### src/rtl/gat_mem_pkg.sv
package gat_mem_pkg;

  // ==========================================================
  // Word types
  // ==========================================================
  // Value in [15:8], column index in [7:0]
  typedef logic [15:0] h_word_t;

  // Row length, neighbour count and flag, packed
  typedef logic [11:0] node_info_t;

  typedef logic [7:0]  weight_t;
  typedef logic [31:0] feat_t;

  // Bus side
  typedef logic [31:0] wb_data_t;
  typedef logic [9:0]  wb_adr_t;

  // ==========================================================
  // Address map
  // ==========================================================
  // Word address = {region, offset}
  localparam int OFFSET_W   = 8;
  localparam int REGION_LSB = OFFSET_W;
  localparam int REGION_MSB = REGION_LSB + 1;

  // Widest word loaded by the processor
  localparam int LOAD_W = $bits(h_word_t);

  typedef enum logic [1:0] {
    REG_H    = 2'd0,
    REG_NODE = 2'd1,
    REG_WGT  = 2'd2,
    REG_FEAT = 2'd3
  } region_t;

  typedef enum logic [1:0] {
    WB_IDLE = 2'd0,
    WB_WAIT = 2'd1,
    WB_ACK  = 2'd2
  } wb_state_t;

  // RAM address width for a given depth
  function automatic int addr_w(input int depth);
    return (depth > 1) ? $clog2(depth) : 1;
  endfunction

endpackage

### src/rtl/mem_load_if.sv
`timescale 1ns/1ns

interface mem_load_if import gat_mem_pkg::*; ();

  // Processor writes, one enable per load region
  logic                h_we;
  logic                node_we;
  logic                wgt_we;
  logic [OFFSET_W-1:0] wr_offset;
  logic [LOAD_W-1:0]   wr_data;

  // Feature readback path
  logic [OFFSET_W-1:0] feat_rd_offset;
  feat_t               feat_rd_data;

  modport slave_mp (
    output h_we,
    output node_we,
    output wgt_we,
    output wr_offset,
    output wr_data,
    output feat_rd_offset,
    input  feat_rd_data
  );

  modport mem_mp (
    input  h_we,
    input  node_we,
    input  wgt_we,
    input  wr_offset,
    input  wr_data,
    input  feat_rd_offset,
    output feat_rd_data
  );

endinterface

### src/rtl/wb_mem_slave.sv
`timescale 1ns/1ns

module wb_mem_slave import gat_mem_pkg::*; (
  input  logic     clk,
  input  logic     reset,

  input  logic     wb_cyc,
  input  logic     wb_stb,
  input  logic     wb_we,
  input  wb_adr_t  wb_adr,
  input  wb_data_t wb_dat_w,
  output wb_data_t wb_dat_r,
  output logic     wb_ack,

  mem_load_if.slave_mp load
);

  wb_state_t state;
  wb_state_t state_next;
  region_t   region;
  logic      req;
  logic      start;

  assign region = region_t'(wb_adr[REGION_MSB:REGION_LSB]);
  assign req    = wb_cyc && wb_stb;
  assign start  = (state == WB_IDLE) && req;

  // ==========================================================
  // Bus FSM
  // ==========================================================
  // Writes go straight to ACK while reads spend one cycle in WAIT
  // so the feature RAM output has settled
  always_comb begin
    state_next = state;
    case (state)
      WB_IDLE: begin
        if (req) begin
          state_next = wb_we ? WB_ACK : WB_WAIT;
        end
      end
      WB_WAIT: begin
        // Read dropped when the master gives up
        state_next = req ? WB_ACK : WB_IDLE;
      end
      WB_ACK: begin
        state_next = WB_IDLE;
      end
      default: begin
        state_next = WB_IDLE;
      end
    endcase
  end

  always_ff @(posedge clk) begin
    if (reset) begin
      state <= WB_IDLE;
    end else begin
      state <= state_next;
    end
  end

  assign wb_ack = (state == WB_ACK);

  // ==========================================================
  // Load steering
  // ==========================================================
  // Enables fire on the edge that raises ack
  // No enable for the feature region
  assign load.h_we    = start && wb_we && (region == REG_H);
  assign load.node_we = start && wb_we && (region == REG_NODE);
  assign load.wgt_we  = start && wb_we && (region == REG_WGT);

  assign load.wr_offset      = wb_adr[OFFSET_W-1:0];
  assign load.wr_data        = wb_dat_w[LOAD_W-1:0];
  assign load.feat_rd_offset = wb_adr[OFFSET_W-1:0];

  // Only the feature region reads back
  assign wb_dat_r = (wb_ack && !wb_we && (region == REG_FEAT)) ?
                    wb_data_t'(load.feat_rd_data) : '0;

  // ==========================================================
  // Protocol checks
  // ==========================================================
  // Master has to hold cyc and stb through the acked cycle
  a_ack_in_cycle: assert property (
    @(posedge clk) disable iff (reset) wb_ack |-> (wb_cyc && wb_stb)
  ) else $error("wb_ack high outside a bus cycle");

endmodule

### src/flat_wrapper.sv
// flat-port wrapper written by rule: the top's interface ports become plain ports
module wb_mem_slave_flat import gat_mem_pkg::*;
  (clk, reset, wb_cyc, wb_stb, wb_we, wb_adr, wb_dat_w, wb_dat_r, wb_ack, load_h_we, load_node_we, load_wgt_we, load_wr_offset, load_wr_data, load_feat_rd_offset, load_feat_rd_data);
  mem_load_if load_i ();
  input  logic clk;
  input  logic reset;
  input  logic wb_cyc;
  input  logic wb_stb;
  input  logic wb_we;
  input  wb_adr_t wb_adr;
  input  wb_data_t wb_dat_w;
  output wb_data_t wb_dat_r;
  output logic wb_ack;
  output wire logic [$bits(load_i.h_we)-1:0] load_h_we;
  output wire logic [$bits(load_i.node_we)-1:0] load_node_we;
  output wire logic [$bits(load_i.wgt_we)-1:0] load_wgt_we;
  output wire logic [$bits(load_i.wr_offset)-1:0] load_wr_offset;
  output wire logic [$bits(load_i.wr_data)-1:0] load_wr_data;
  output wire logic [$bits(load_i.feat_rd_offset)-1:0] load_feat_rd_offset;
  input wire logic [$bits(load_i.feat_rd_data)-1:0] load_feat_rd_data;
  assign load_h_we = load_i.h_we;
  assign load_node_we = load_i.node_we;
  assign load_wgt_we = load_i.wgt_we;
  assign load_wr_offset = load_i.wr_offset;
  assign load_wr_data = load_i.wr_data;
  assign load_feat_rd_offset = load_i.feat_rd_offset;
  assign load_i.feat_rd_data = load_feat_rd_data;
  wb_mem_slave u_core (.clk(clk), .reset(reset), .wb_cyc(wb_cyc), .wb_stb(wb_stb), .wb_we(wb_we), .wb_adr(wb_adr), .wb_dat_w(wb_dat_w), .wb_dat_r(wb_dat_r), .wb_ack(wb_ack), .load(load_i));
endmodule
### config.mk
export PLATFORM = sky130hd
export DESIGN_NAME = wb_mem_slave_flat
export DESIGN_NICKNAME = d
export VERILOG_FILES = /design/src/rtl/gat_mem_pkg.sv /design/src/rtl/mem_load_if.sv /design/src/rtl/wb_mem_slave.sv /design/src/flat_wrapper.sv
export SDC_FILE = /design/constraint.sdc
export NUM_CORES = 1
export LEC_CHECK = 0
export BUFFER_PORTS_ARGS = -buffer_cell sky130_fd_sc_hd__clkbuf_2
export CORE_MARGIN = 3
export CORE_UTILIZATION = 29
export CTS_BUF_LIST = sky130_fd_sc_hd__clkbuf_2
export CTS_CLUSTER_SIZE = 16
export DETAILED_ROUTE_END_ITERATION = 8
export GPL_ROUTABILITY_DRIVEN = 1
export GPL_TIMING_DRIVEN = 0
export MAX_ROUTING_LAYER = met4
export PLACE_DENSITY_LB_ADDON = 0.3
export SLEW_MARGIN = 15
export SYNTH_ARGS = -nofsm -noshare
export SYNTH_HDL_FRONTEND = slang
export SYNTH_SLANG_ARGS = --single-unit
### constraint.sdc
create_clock -name clk -period 1.85 [get_ports clk]
set_clock_uncertainty 0.2 [all_clocks]
set_input_delay 0.4625 -clock clk [delete_from_list [all_inputs] [get_ports clk]]
set_output_delay 0.4625 -clock clk [all_outputs]
set_load 0.02 [all_outputs]
==> flow_summary.yaml <==
setup_path:
  cpMaxStageDelayCell: "or2_4"
  cp_top_family: "buffers and inverters"
  rr_worst_depth: 4
  end_kind: "output port"
  worst_ep_arrival_time_ns: 1.43
  start_kind: "primary input"
  path_depth: 6
  cpPeakStageDelay_ns: 0.26
  crit_type: "primary input to output port"
  crit_required_ns: 1.19
  cp_max_fo: 5
  cp_cell_sequence: "buf_6, or2_4, buf_12, clkbuf_16, nor3_4, clkbuf_8"
  crit_buf_inv: 4
global_routing:
  grtUsageMet3: 0.0351
  grt_usage: 0.181
  grt_pass1_vias: 1196
  grt_max_degree: 11
  grt_overflow_total: 0
  met2_usage: 0.344
  grt.busiest_layer: "met2"
  use_met1: 0.183
  antenna_found_initial: 0
  grt_pass1_wl_um: 5040
timing:
  setup_slack_ns: -0.247
  period_minus_slack_ns: 2.10
  drv_slew: 0
  finalSetupViolations: 34
  tightest_slew_ns: 0.267
  finalHoldViolations: 0
  relSlewSlack: 0.821
  clock.fmax_mhz: 477
  final.period_utilization: 1.13
  rsz0062_at_grt: "true"
  fin_hold_ws_ns: 0.238
flow_run:
  cap_violations: 0
placement:
  placed_area_sq_mm: 0.00165
  hpwl_um: 2610
  dpl_worst_slack_ns: -0.321
  buffer_ports.inserted: 105
  gp_congestion: 0.649
  dp.cells: 257
final_layout:
  area_delta_synth_final_pct: 137
  final_cells: 270
  regMostFlops: "u_core.state"
  postLayoutCellArea_sq_mm: 0.00214
  final_nets: 320
  drive_above_1_share: 0.841
  largest_register_ffs: 2
  antenna_cells: 0
  largest_registers: "u_core.state: 2 flops"
route:
  finalWirelength_um: 3770
  drc: 0
  drtIter0Drc: 24
  drtAntennaViolNets: 0
  wl_per_cell_um: 14.0
  dr.pass1.iters: 4
  dr_total_vias: 1219
  via_per_inst: 4.51
pwr:
  p_per_area_mw_per_mm2: 224
  p_leak_nw: 1.20
  max-vdd-ir-drop_uv: 105
yosys:
  synthCells: 121
  synth_fp_nets: 200
  ys_ff_latch: 2
  yosysTopAreaCell: "nor3_2"
  synth-seq-area-share: 0.0443
  synth_top_area_share: 0.299
  synth_area_sq_um: 903
  ys_top_cells_by_area: "nor3_2 30%, buf_4 27%, nand2_1 14%, buf_12 6.6%, nor3_4 5.4%"
  ys_types: 17
  ys.warnings.count: 0
  syn_avg_cell_area_sq_um: 7.47
cts:
  cts_buffers: 3
  postCtsHoldBufs: 0
  ctsLongestPathBuffers: 2
  clock_latency_ns: 0.19
  cts-root-buf: "clkbuf_2"
  cts_tree: "built"
  clk_pin_slew_ns: 0.03
  cts_sinks: 2
  htree_num_levels: 1
die:
  die_area_sq_mm: 0.00382
  core-area_sq_mm: 0.00285
  die-width_um: 61.8
  io_pins: 147
  initial_core_util: 0.317
  die_h_um: 61.8
  rows: 19
min_path:
  holdPathStages: 2
  min_path_type: "primary input to flop"
status:
  status: "complete, but fails checks"
  violations: "setup timing"
[cell usage in the layout, fill, tap and decap left out]
cell / n
nor4_2: 3
buf_16: 1
buf_4: 45
nor3_2: 2
buf_12: 4
clkbuf_16: 3
or2_4: 1
nor3_4: 30
clkbuf_8: 30
nor3_1: 1
nand3b_1: 1
clkbuf_2: 74
buf_6: 2
nand2b_1: 1
and2b_2: 1
dfxtp_2: 2
inv_1: 1
nor3b_1: 1
buf_2: 2
nand2_2: 1
nand2_1: 33
[cell usage after synthesis, drive strengths merged]
master / count
buf: 40
nand2: 34
nor3: 33
clkbuf: 3
nor4: 3
dfxtp: 2
and2b: 1
inv: 1
nand2b: 1
nand3b: 1
nor3b: 1
or2: 1
[worst paths after layout]
check | start | to | slack (ns)
worst max-delay path | wb_we | wb_dat_r[8] | -0.25
worst min-delay path | reset | u_core.state[0] | 0.24
worst max register to register | u_core.state[1] | u_core.state[1] | 0.55
worst min register to register | u_core.state[0] | u_core.state[0] | 0.58
[metal layers]
| metal | vias up | wire, um | share of wire |
|---|---|---|---|
| li1 | 599 | - | - |
| met1 | 532 | 1150 | 0.30 |
| met2 | 84 | 2200 | 0.58 |
| met3 | 4 | 371 | 0.098 |
| met4 | 0 | 55 | 0.015 |
| met5 | - | 0 | 0 |
[metrics by stage]
stage	utilization	setup TNS [ns]	power (mW)
6_report	0.750	-7.08	0.480
2_1_floorplan	-	-1.60	0.269
3_5_place_dp	0.579	-9.66	0.356
4_1_cts	0.707	-6.88	0.454
3_3_place_gp	0.579	-10.21	0.354
5_1_grt	0.750	-8.21	0.517
[worst register-to-register path: cells and delay by family, from the launching register on]
kind	cells	cell delay [ns]
DFF	1	0.32
and+or+nand+nor	2	0.39
buffers and inverters	2	0.32
[cells by family after synthesis]
family / count (synthesis) / synth area share
simple gates: 75 / 0.572
flops: 2 / 0.0443
buf+inv: 44 / 0.384
[final cells by class]
class,instances,area [sq um]
Multi-Input combinational cell,75,719
Tap cell,31,38.8
Sequential cell,2,42.5
Timing Repair Buffer,115,955
Clock buffer,3,15.0
Inverter,1,3.75
Buffer,43,367
Fill cell,199,712
[power by group]
group | total (mW) | switching (mW) | internal (mW) | leakage [nW]
clock | 0.0706 | 0.0273 | 0.0432 | 0.0125
combinational | 0.364 | 0.189 | 0.175 | 1.17
sequential | 0.0457 | 0.000824 | 0.0449 | 0.0172
total | 0.480 | 0.217 | 0.263 | 1.20
[what timing repair did]
item | in CTS | in global routing
pin swaps | 6 | 28
gates cloned | 1 | 3
endpoints found under the setup margin | 35 | 35
buffers inserted | 4 | 2
hold endpoints to repair | 0 | 0
resized for setup | 74 | 14
Note: power is estimated with default switching activity, not from simulation.
