$ cat config.mk
export PLATFORM = sky130hd
export DESIGN_NAME = feat_bank_flat
export DESIGN_NICKNAME = d
export VERILOG_FILES = /design/src/rtl/gat_mem_pkg.sv /design/src/rtl/mem_load_if.sv /design/src/rtl/bram_sdp.sv /design/src/rtl/feat_bank.sv /design/src/flat_wrapper.sv
export SDC_FILE = /design/constraint.sdc
export NUM_CORES = 2
export LEC_CHECK = 0
export CELL_PAD_IN_SITES_DETAIL_PLACEMENT = 1
export CELL_PAD_IN_SITES_GLOBAL_PLACEMENT = 1
export CORE_MARGIN = 5
export CORE_UTILIZATION = 30
export CTS_CLUSTER_DIAMETER = 80
export DETAILED_ROUTE_END_ITERATION = 8
export DONT_BUFFER_PORTS = 1
export PLACE_DENSITY_LB_ADDON = 0.1
export SYNTH_ARGS = -nofsm -noshare
export SYNTH_HDL_FRONTEND = slang
export SYNTH_HIERARCHICAL = 1
export SYNTH_SLANG_ARGS = --single-unit
$ cat constraint.sdc
create_clock -name clk -period 5.6 [get_ports clk]
set_input_delay 1.12 -clock clk [delete_from_list [all_inputs] [get_ports clk]]
set_output_delay 1.12 -clock clk [all_outputs]
set_load 0.01 [all_outputs]
$ cat src/rtl/gat_mem_pkg.sv
package gat_mem_pkg;

  // ==========================================================
  // Word types
  // ==========================================================
  // Value in [15:8], column index in [7:0]
  typedef logic [15:0] h_word_t;

  // Row length, neighbour count and flag, packed
  typedef logic [11:0] node_info_t;

  typedef logic [7:0]  weight_t;
  typedef logic [31:0] feat_t;

  // Bus side
  typedef logic [31:0] wb_data_t;
  typedef logic [9:0]  wb_adr_t;

  // ==========================================================
  // Address map
  // ==========================================================
  // Word address = {region, offset}
  localparam int OFFSET_W   = 8;
  localparam int REGION_LSB = OFFSET_W;
  localparam int REGION_MSB = REGION_LSB + 1;

  // Widest word loaded by the processor
  localparam int LOAD_W = $bits(h_word_t);

  typedef enum logic [1:0] {
    REG_H    = 2'd0,
    REG_NODE = 2'd1,
    REG_WGT  = 2'd2,
    REG_FEAT = 2'd3
  } region_t;

  typedef enum logic [1:0] {
    WB_IDLE = 2'd0,
    WB_WAIT = 2'd1,
    WB_ACK  = 2'd2
  } wb_state_t;

  // RAM address width for a given depth
  function automatic int addr_w(input int depth);
    return (depth > 1) ? $clog2(depth) : 1;
  endfunction

endpackage

$ cat src/rtl/mem_load_if.sv
`timescale 1ns/1ns

interface mem_load_if import gat_mem_pkg::*; ();

  // Processor writes, one enable per load region
  logic                h_we;
  logic                node_we;
  logic                wgt_we;
  logic [OFFSET_W-1:0] wr_offset;
  logic [LOAD_W-1:0]   wr_data;

  // Feature readback path
  logic [OFFSET_W-1:0] feat_rd_offset;
  feat_t               feat_rd_data;

  modport slave_mp (
    output h_we,
    output node_we,
    output wgt_we,
    output wr_offset,
    output wr_data,
    output feat_rd_offset,
    input  feat_rd_data
  );

  modport mem_mp (
    input  h_we,
    input  node_we,
    input  wgt_we,
    input  wr_offset,
    input  wr_data,
    input  feat_rd_offset,
    output feat_rd_data
  );

endinterface

$ cat src/rtl/bram_sdp.sv
`timescale 1ns/1ns

module bram_sdp import gat_mem_pkg::*; #(
  parameter  int WIDTH = 8,
  parameter  int DEPTH = 256,
  localparam int AW    = addr_w(DEPTH)
) (
  input  logic             clk,
  input  logic             we,
  input  logic [AW-1:0]    waddr,
  input  logic [WIDTH-1:0] wdata,
  input  logic [AW-1:0]    raddr,
  output logic [WIDTH-1:0] rdata
);

  logic [WIDTH-1:0] mem [DEPTH];

  // Read-first on a same-address collision
  always_ff @(posedge clk) begin
    if (we) begin
      mem[waddr] <= wdata;
    end
    rdata <= mem[raddr];
  end

  // Writers must keep inside the array, also for non-power-of-two depths
  a_waddr_in_range: assert property (
    @(posedge clk) we |-> (int'(waddr) < DEPTH)
  ) else $error("bram_sdp write address %0d beyond depth %0d", waddr, DEPTH);

endmodule

$ cat src/rtl/feat_bank.sv
`timescale 1ns/1ns

module feat_bank import gat_mem_pkg::*; #(
  parameter  int FEAT_DEPTH = 64,
  localparam int FEAT_AW    = addr_w(FEAT_DEPTH)
) (
  input  logic               clk,
  input  logic               layer_sel,

  mem_load_if.mem_mp         load,

  input  logic               l0_feat_we,
  input  logic               l1_feat_we,
  input  logic [FEAT_AW-1:0] l0_feat_addr,
  input  logic [FEAT_AW-1:0] l1_feat_addr,
  input  feat_t              l0_feat_din,
  input  feat_t              l1_feat_din
);

  logic               feat_we;
  logic [FEAT_AW-1:0] feat_waddr;
  feat_t              feat_wdata;

  // Write port belongs to the active layer only
  assign feat_we    = layer_sel ? l1_feat_we   : l0_feat_we;
  assign feat_waddr = layer_sel ? l1_feat_addr : l0_feat_addr;
  assign feat_wdata = layer_sel ? l1_feat_din  : l0_feat_din;

  // Read port is the processor's readback
  bram_sdp #(.WIDTH($bits(feat_t)), .DEPTH(FEAT_DEPTH)) u_feat_bram (
    .clk   (clk),
    .we    (feat_we),
    .waddr (feat_waddr),
    .wdata (feat_wdata),
    .raddr (load.feat_rd_offset[FEAT_AW-1:0]),
    .rdata (load.feat_rd_data)
  );

endmodule

$ cat src/flat_wrapper.sv
// flat-port wrapper written by rule: the top's interface ports become plain ports
module feat_bank_flat import gat_mem_pkg::*;
#(
  parameter  int FEAT_DEPTH = 64,
  localparam int FEAT_AW    = addr_w(FEAT_DEPTH)
)
  (clk, layer_sel, l0_feat_we, l1_feat_we, l0_feat_addr, l1_feat_addr, l0_feat_din, l1_feat_din, load_h_we, load_node_we, load_wgt_we, load_wr_offset, load_wr_data, load_feat_rd_offset, load_feat_rd_data);
  mem_load_if load_i ();
  input  logic clk;
  input  logic layer_sel;
  input  logic l0_feat_we;
  input  logic l1_feat_we;
  input  logic [FEAT_AW-1:0] l0_feat_addr;
  input  logic [FEAT_AW-1:0] l1_feat_addr;
  input  feat_t l0_feat_din;
  input  feat_t l1_feat_din;
  input wire logic [$bits(load_i.h_we)-1:0] load_h_we;
  input wire logic [$bits(load_i.node_we)-1:0] load_node_we;
  input wire logic [$bits(load_i.wgt_we)-1:0] load_wgt_we;
  input wire logic [$bits(load_i.wr_offset)-1:0] load_wr_offset;
  input wire logic [$bits(load_i.wr_data)-1:0] load_wr_data;
  input wire logic [$bits(load_i.feat_rd_offset)-1:0] load_feat_rd_offset;
  output wire logic [$bits(load_i.feat_rd_data)-1:0] load_feat_rd_data;
  assign load_i.h_we = load_h_we;
  assign load_i.node_we = load_node_we;
  assign load_i.wgt_we = load_wgt_we;
  assign load_i.wr_offset = load_wr_offset;
  assign load_i.wr_data = load_wr_data;
  assign load_i.feat_rd_offset = load_feat_rd_offset;
  assign load_feat_rd_data = load_i.feat_rd_data;
  feat_bank #(.FEAT_DEPTH(FEAT_DEPTH)) u_core (.clk(clk), .layer_sel(layer_sel), .load(load_i), .l0_feat_we(l0_feat_we), .l1_feat_we(l1_feat_we), .l0_feat_addr(l0_feat_addr), .l1_feat_addr(l1_feat_addr), .l0_feat_din(l0_feat_din), .l1_feat_din(l1_feat_din));
endmodule
==> results.py <==
metrics = {
    "worst_setup_path": {
        "endpoint": "u_core/u_feat_bram/rdata[14]",
        "r2r-start": "u_core/u_feat_bram/mem[43][13]",
        "cp-end-kind": "flop",
        "worstPathRequired_ps": 6280,
        "start_kind": "input port",
        "cp_slowest_cell": "buf_16",
        "path_class": "in -> reg",
        "reg2reg_to": "u_core/u_feat_bram/rdata[13]",
        "cp_cell_sequence": "buf_16 > buf_16 > mux4_2 > mux4_2 > o22ai_1 > nor2_1",
        "reg2reg_setup_slack_ps": 2970,
        "worst_ep_arrival_time_ps": 4680,
        "crit_start": "load_feat_rd_offset[0]",
        "r2r_cells": 5,
        "crit_fanout": 122,
        "slowest_delay_ps": 680,
    },
    "synthesis": {
        "synth_ff_type": "edfxtp_1",
        "syn_area_per_cell_sq_um": 23.5,
        "synth_cells": 3367,
        "synth_edf_count": 2048,
        "yosys_warnings": 6,
        "syn_area_sq_um": 79000,
        "synthArstFlopShare_pct": 0,
        "synth_seq_cells": 2080,
        "ys_top_cells_by_area": "edfxtp_1 78%, mux4_2 16%, mux2i_1 1.2%",
        "yosysTopAreaCellShare_pct": 77.8,
        "synth-seq-area-share_pct": 78.6,
        "syn-num-nets": 3482,
        "synth_top_area_cell": "edfxtp_1",
        "ys_types": 37,
    },
    "cts": {
        "clkTransAtPathRegs_ps": 60,
        "cts_resized": 0,
        "post_cts_buffers": 0,
        "cts-root-buf": "clkbuf_16",
        "clock_latency_ps": 850,
        "clock_path_buffers": 3,
        "cts.sinks": 2080,
        "cts-buffers-inserted": 225,
        "cts_max_level": 4,
        "hold_buffers": 0,
        "cts_tree": "yes",
    },
    "global_route": {
        "grt_max_degree": 514,
        "gr-max-usage-layer": "met2",
        "met3_usage_pct": 3.26,
        "use_met1_pct": 23.1,
        "grt_use_met2_pct": 29.0,
        "antenna_found_initial": 17,
        "grt_util_all_layers_pct": 17.2,
        "first_global_vias": 39184,
        "grt_overflow": 0,
        "grt_pass1_wl_um": 325000,
    },
    "power_and_ir_drop": {
        "p_int_mw": 26.0,
        "p_per_area_nw_per_um2": 365,
        "p_comb_share_pct": 5.2,
        "ir_worst_vdd_v": 0.000304,
        "p_switching_mw": 7.25,
        "pwr-share-clk_pct": 42.2,
        "sw_frac_of_total_pct": 21.8,
        "p_seq_share_pct": 52.7,
        "p_leak_nw": 27.7,
    },
    "routing": {
        "drt-pass1-iter-count": 5,
        "routed_wl_um": 237000,
        "routedWlPerCell_um": 32.8,
        "dr_total_vias": 36362,
        "drt_iter0_drc": 3194,
        "drt_drc_violations_left": 0,
        "vias_per_cell": 5.02,
        "ant_nets": 0,
    },
    "place": {
        "pre_cts_ws_ps": 1370,
        "port_buffers": 0,
        "dp_cells": 6817,
        "detailed_place_hpwl_um": 130000,
        "routabilityCongestion": 0.732,
    },
    "timing": {
        "slew_violations": 11,
        "rsz0062_at_grt": "no",
        "finClkSkew_ps": 50.4,
        "timing.final.ws_setup_ps": 1590,
        "hold_viol": 0,
        "timing.fmax_mhz": 250,
        "setup_violations": 0,
        "fin_crit_sh_pct": 71.5,
        "fin_setup_tns_ps": 0,
        "fin_crit_ps": 4010,
        "worstMarginPinSlew_ps": 1510,
        "max_slew_margin_pct": -0.579,
    },
    "run_status": {
        "violations": "max-slew violations",
        "status": "complete, but fails checks",
    },
    "layout": {
        "area_delta_synth_final_pct": 15.3,
        "instances_no_fill": 7243,
        "layout_common_cells": "2048 x edfxtp_1, 544 x mux4_2, 228 x clkbuf_16, 107 x buf_4, 93 x mux2i_1",
        "layout_commonest_cell": "edfxtp_1",
        "layout-drive-gt1-share_pct": 29.3,
        "fin_nets": 3648,
    },
    "flow_run": {
        "cap_violations": 0,
    },
    "floorplanning": {
        "die-width_um": 523,
        "core-area_sq_um": 262000,
        "ioPinCount": 147,
        "start_util_pct": 30.1,
        "rows": 188,
        "die_area_sq_um": 274000,
        "dieHeight_um": 523,
    },
    "hold_path": {
        "whs_path_depth": 2,
        "hold_path.startpoint": "load_feat_rd_offset[4]",
        "hp-class": "in -> reg",
    },
}
[power by group through the flow]
stage	Sequential [mW]	Clock, mW	Combinational, mW
after floorplan	17.8	0	1.08
after global placement	17.9	0	1.58
after detailed placement	17.9	0	1.63
after CTS	17.5	14.5	1.63
after global routing	17.5	15.2	1.82
final	17.5	14.0	1.71
[synth_stat cells, types with 8 or more instances]
master    count
mux2i_1      93
nor2_1      137
buf_1        21
mux2_2       29
mux4_2      544
a311oi_1      8
edfxtp_1   2048
clkbuf_1     74
o22ai_1      84
buf_4        27
mux2_4       10
buf_2        57
nand2b_1      8
a22oi_1      12
o221ai_1     27
nand2_1      26
nor2b_1      15
dfxtp_1      32
a21oi_1      62
[worst min path at each step]
stage | endpoint | slack, ps
4_1_cts | u_core/u_feat_bram/rdata[26] | 510
5_1_grt | u_core/u_feat_bram/rdata[26] | 460
6_report | u_core/u_feat_bram/rdata[26] | 520
3_3_place_gp | u_core/u_feat_bram/rdata[20] | 810
3_5_place_dp | u_core/u_feat_bram/rdata[20] | 800
2_1_floorplan | u_core/u_feat_bram/rdata[17] | 660
[flip-flops by register name, summed over array words and instances (netlist names)]
signal and flops:
u_core/u_feat_bram/rdata 32, u_core/u_feat_bram/mem 2048
[worst max-delay path: cells and delay by family]
kind / cells / cell delay [ps]
compound gates: 1 / 580
buf+inv: 2 / 1350
simple gates: 1 / 190
mux: 2 / 1100
[logic make-up after synthesis]
logic type | count (synthesis) | synth area share (%)
AO/OA/AOI/OAI | 202 | 1.66
AND/OR/NAND/NOR | 223 | 1.26
flip-flops | 2080 | 78.6
multiplexers | 676 | 17.3
buffers and inverters | 186 | 1.17
[metrics by stage]
stage          hold WS (ps)  util, %  cell area (sq um)  power [mW]
2_1_floorplan           663        -              79000        18.9
3_3_place_gp            809     32.1              84100        19.4
3_5_place_dp            802     32.1              84100        19.5
4_1_cts                 512     34.7              91000        33.7
5_1_grt                 456     34.7              91100        34.5
6_report                519     34.8              91100        33.3
[layout make-up]
class / count / area (sq um)
Tap cell: 3515 / 4400
Clock buffer: 296 / 6050
Multi-Input combinational cell: 1101 / 16500
Clock inverter: 115 / 876
Fill cell: 25096 / 171000
Sequential cell: 2080 / 62100
Timing Repair Buffer: 125 / 1190
Antenna cell: 11 / 27.5
[metal layers]
layer / wire length [um] / part of all wire [%]
met4: 5280 / 2.2
met3: 12700 / 5.3
met5: 0 / 0
met1: 101000 / 43
met2: 118000 / 50
No activity file was read; power rests on OpenSTA's default activity.
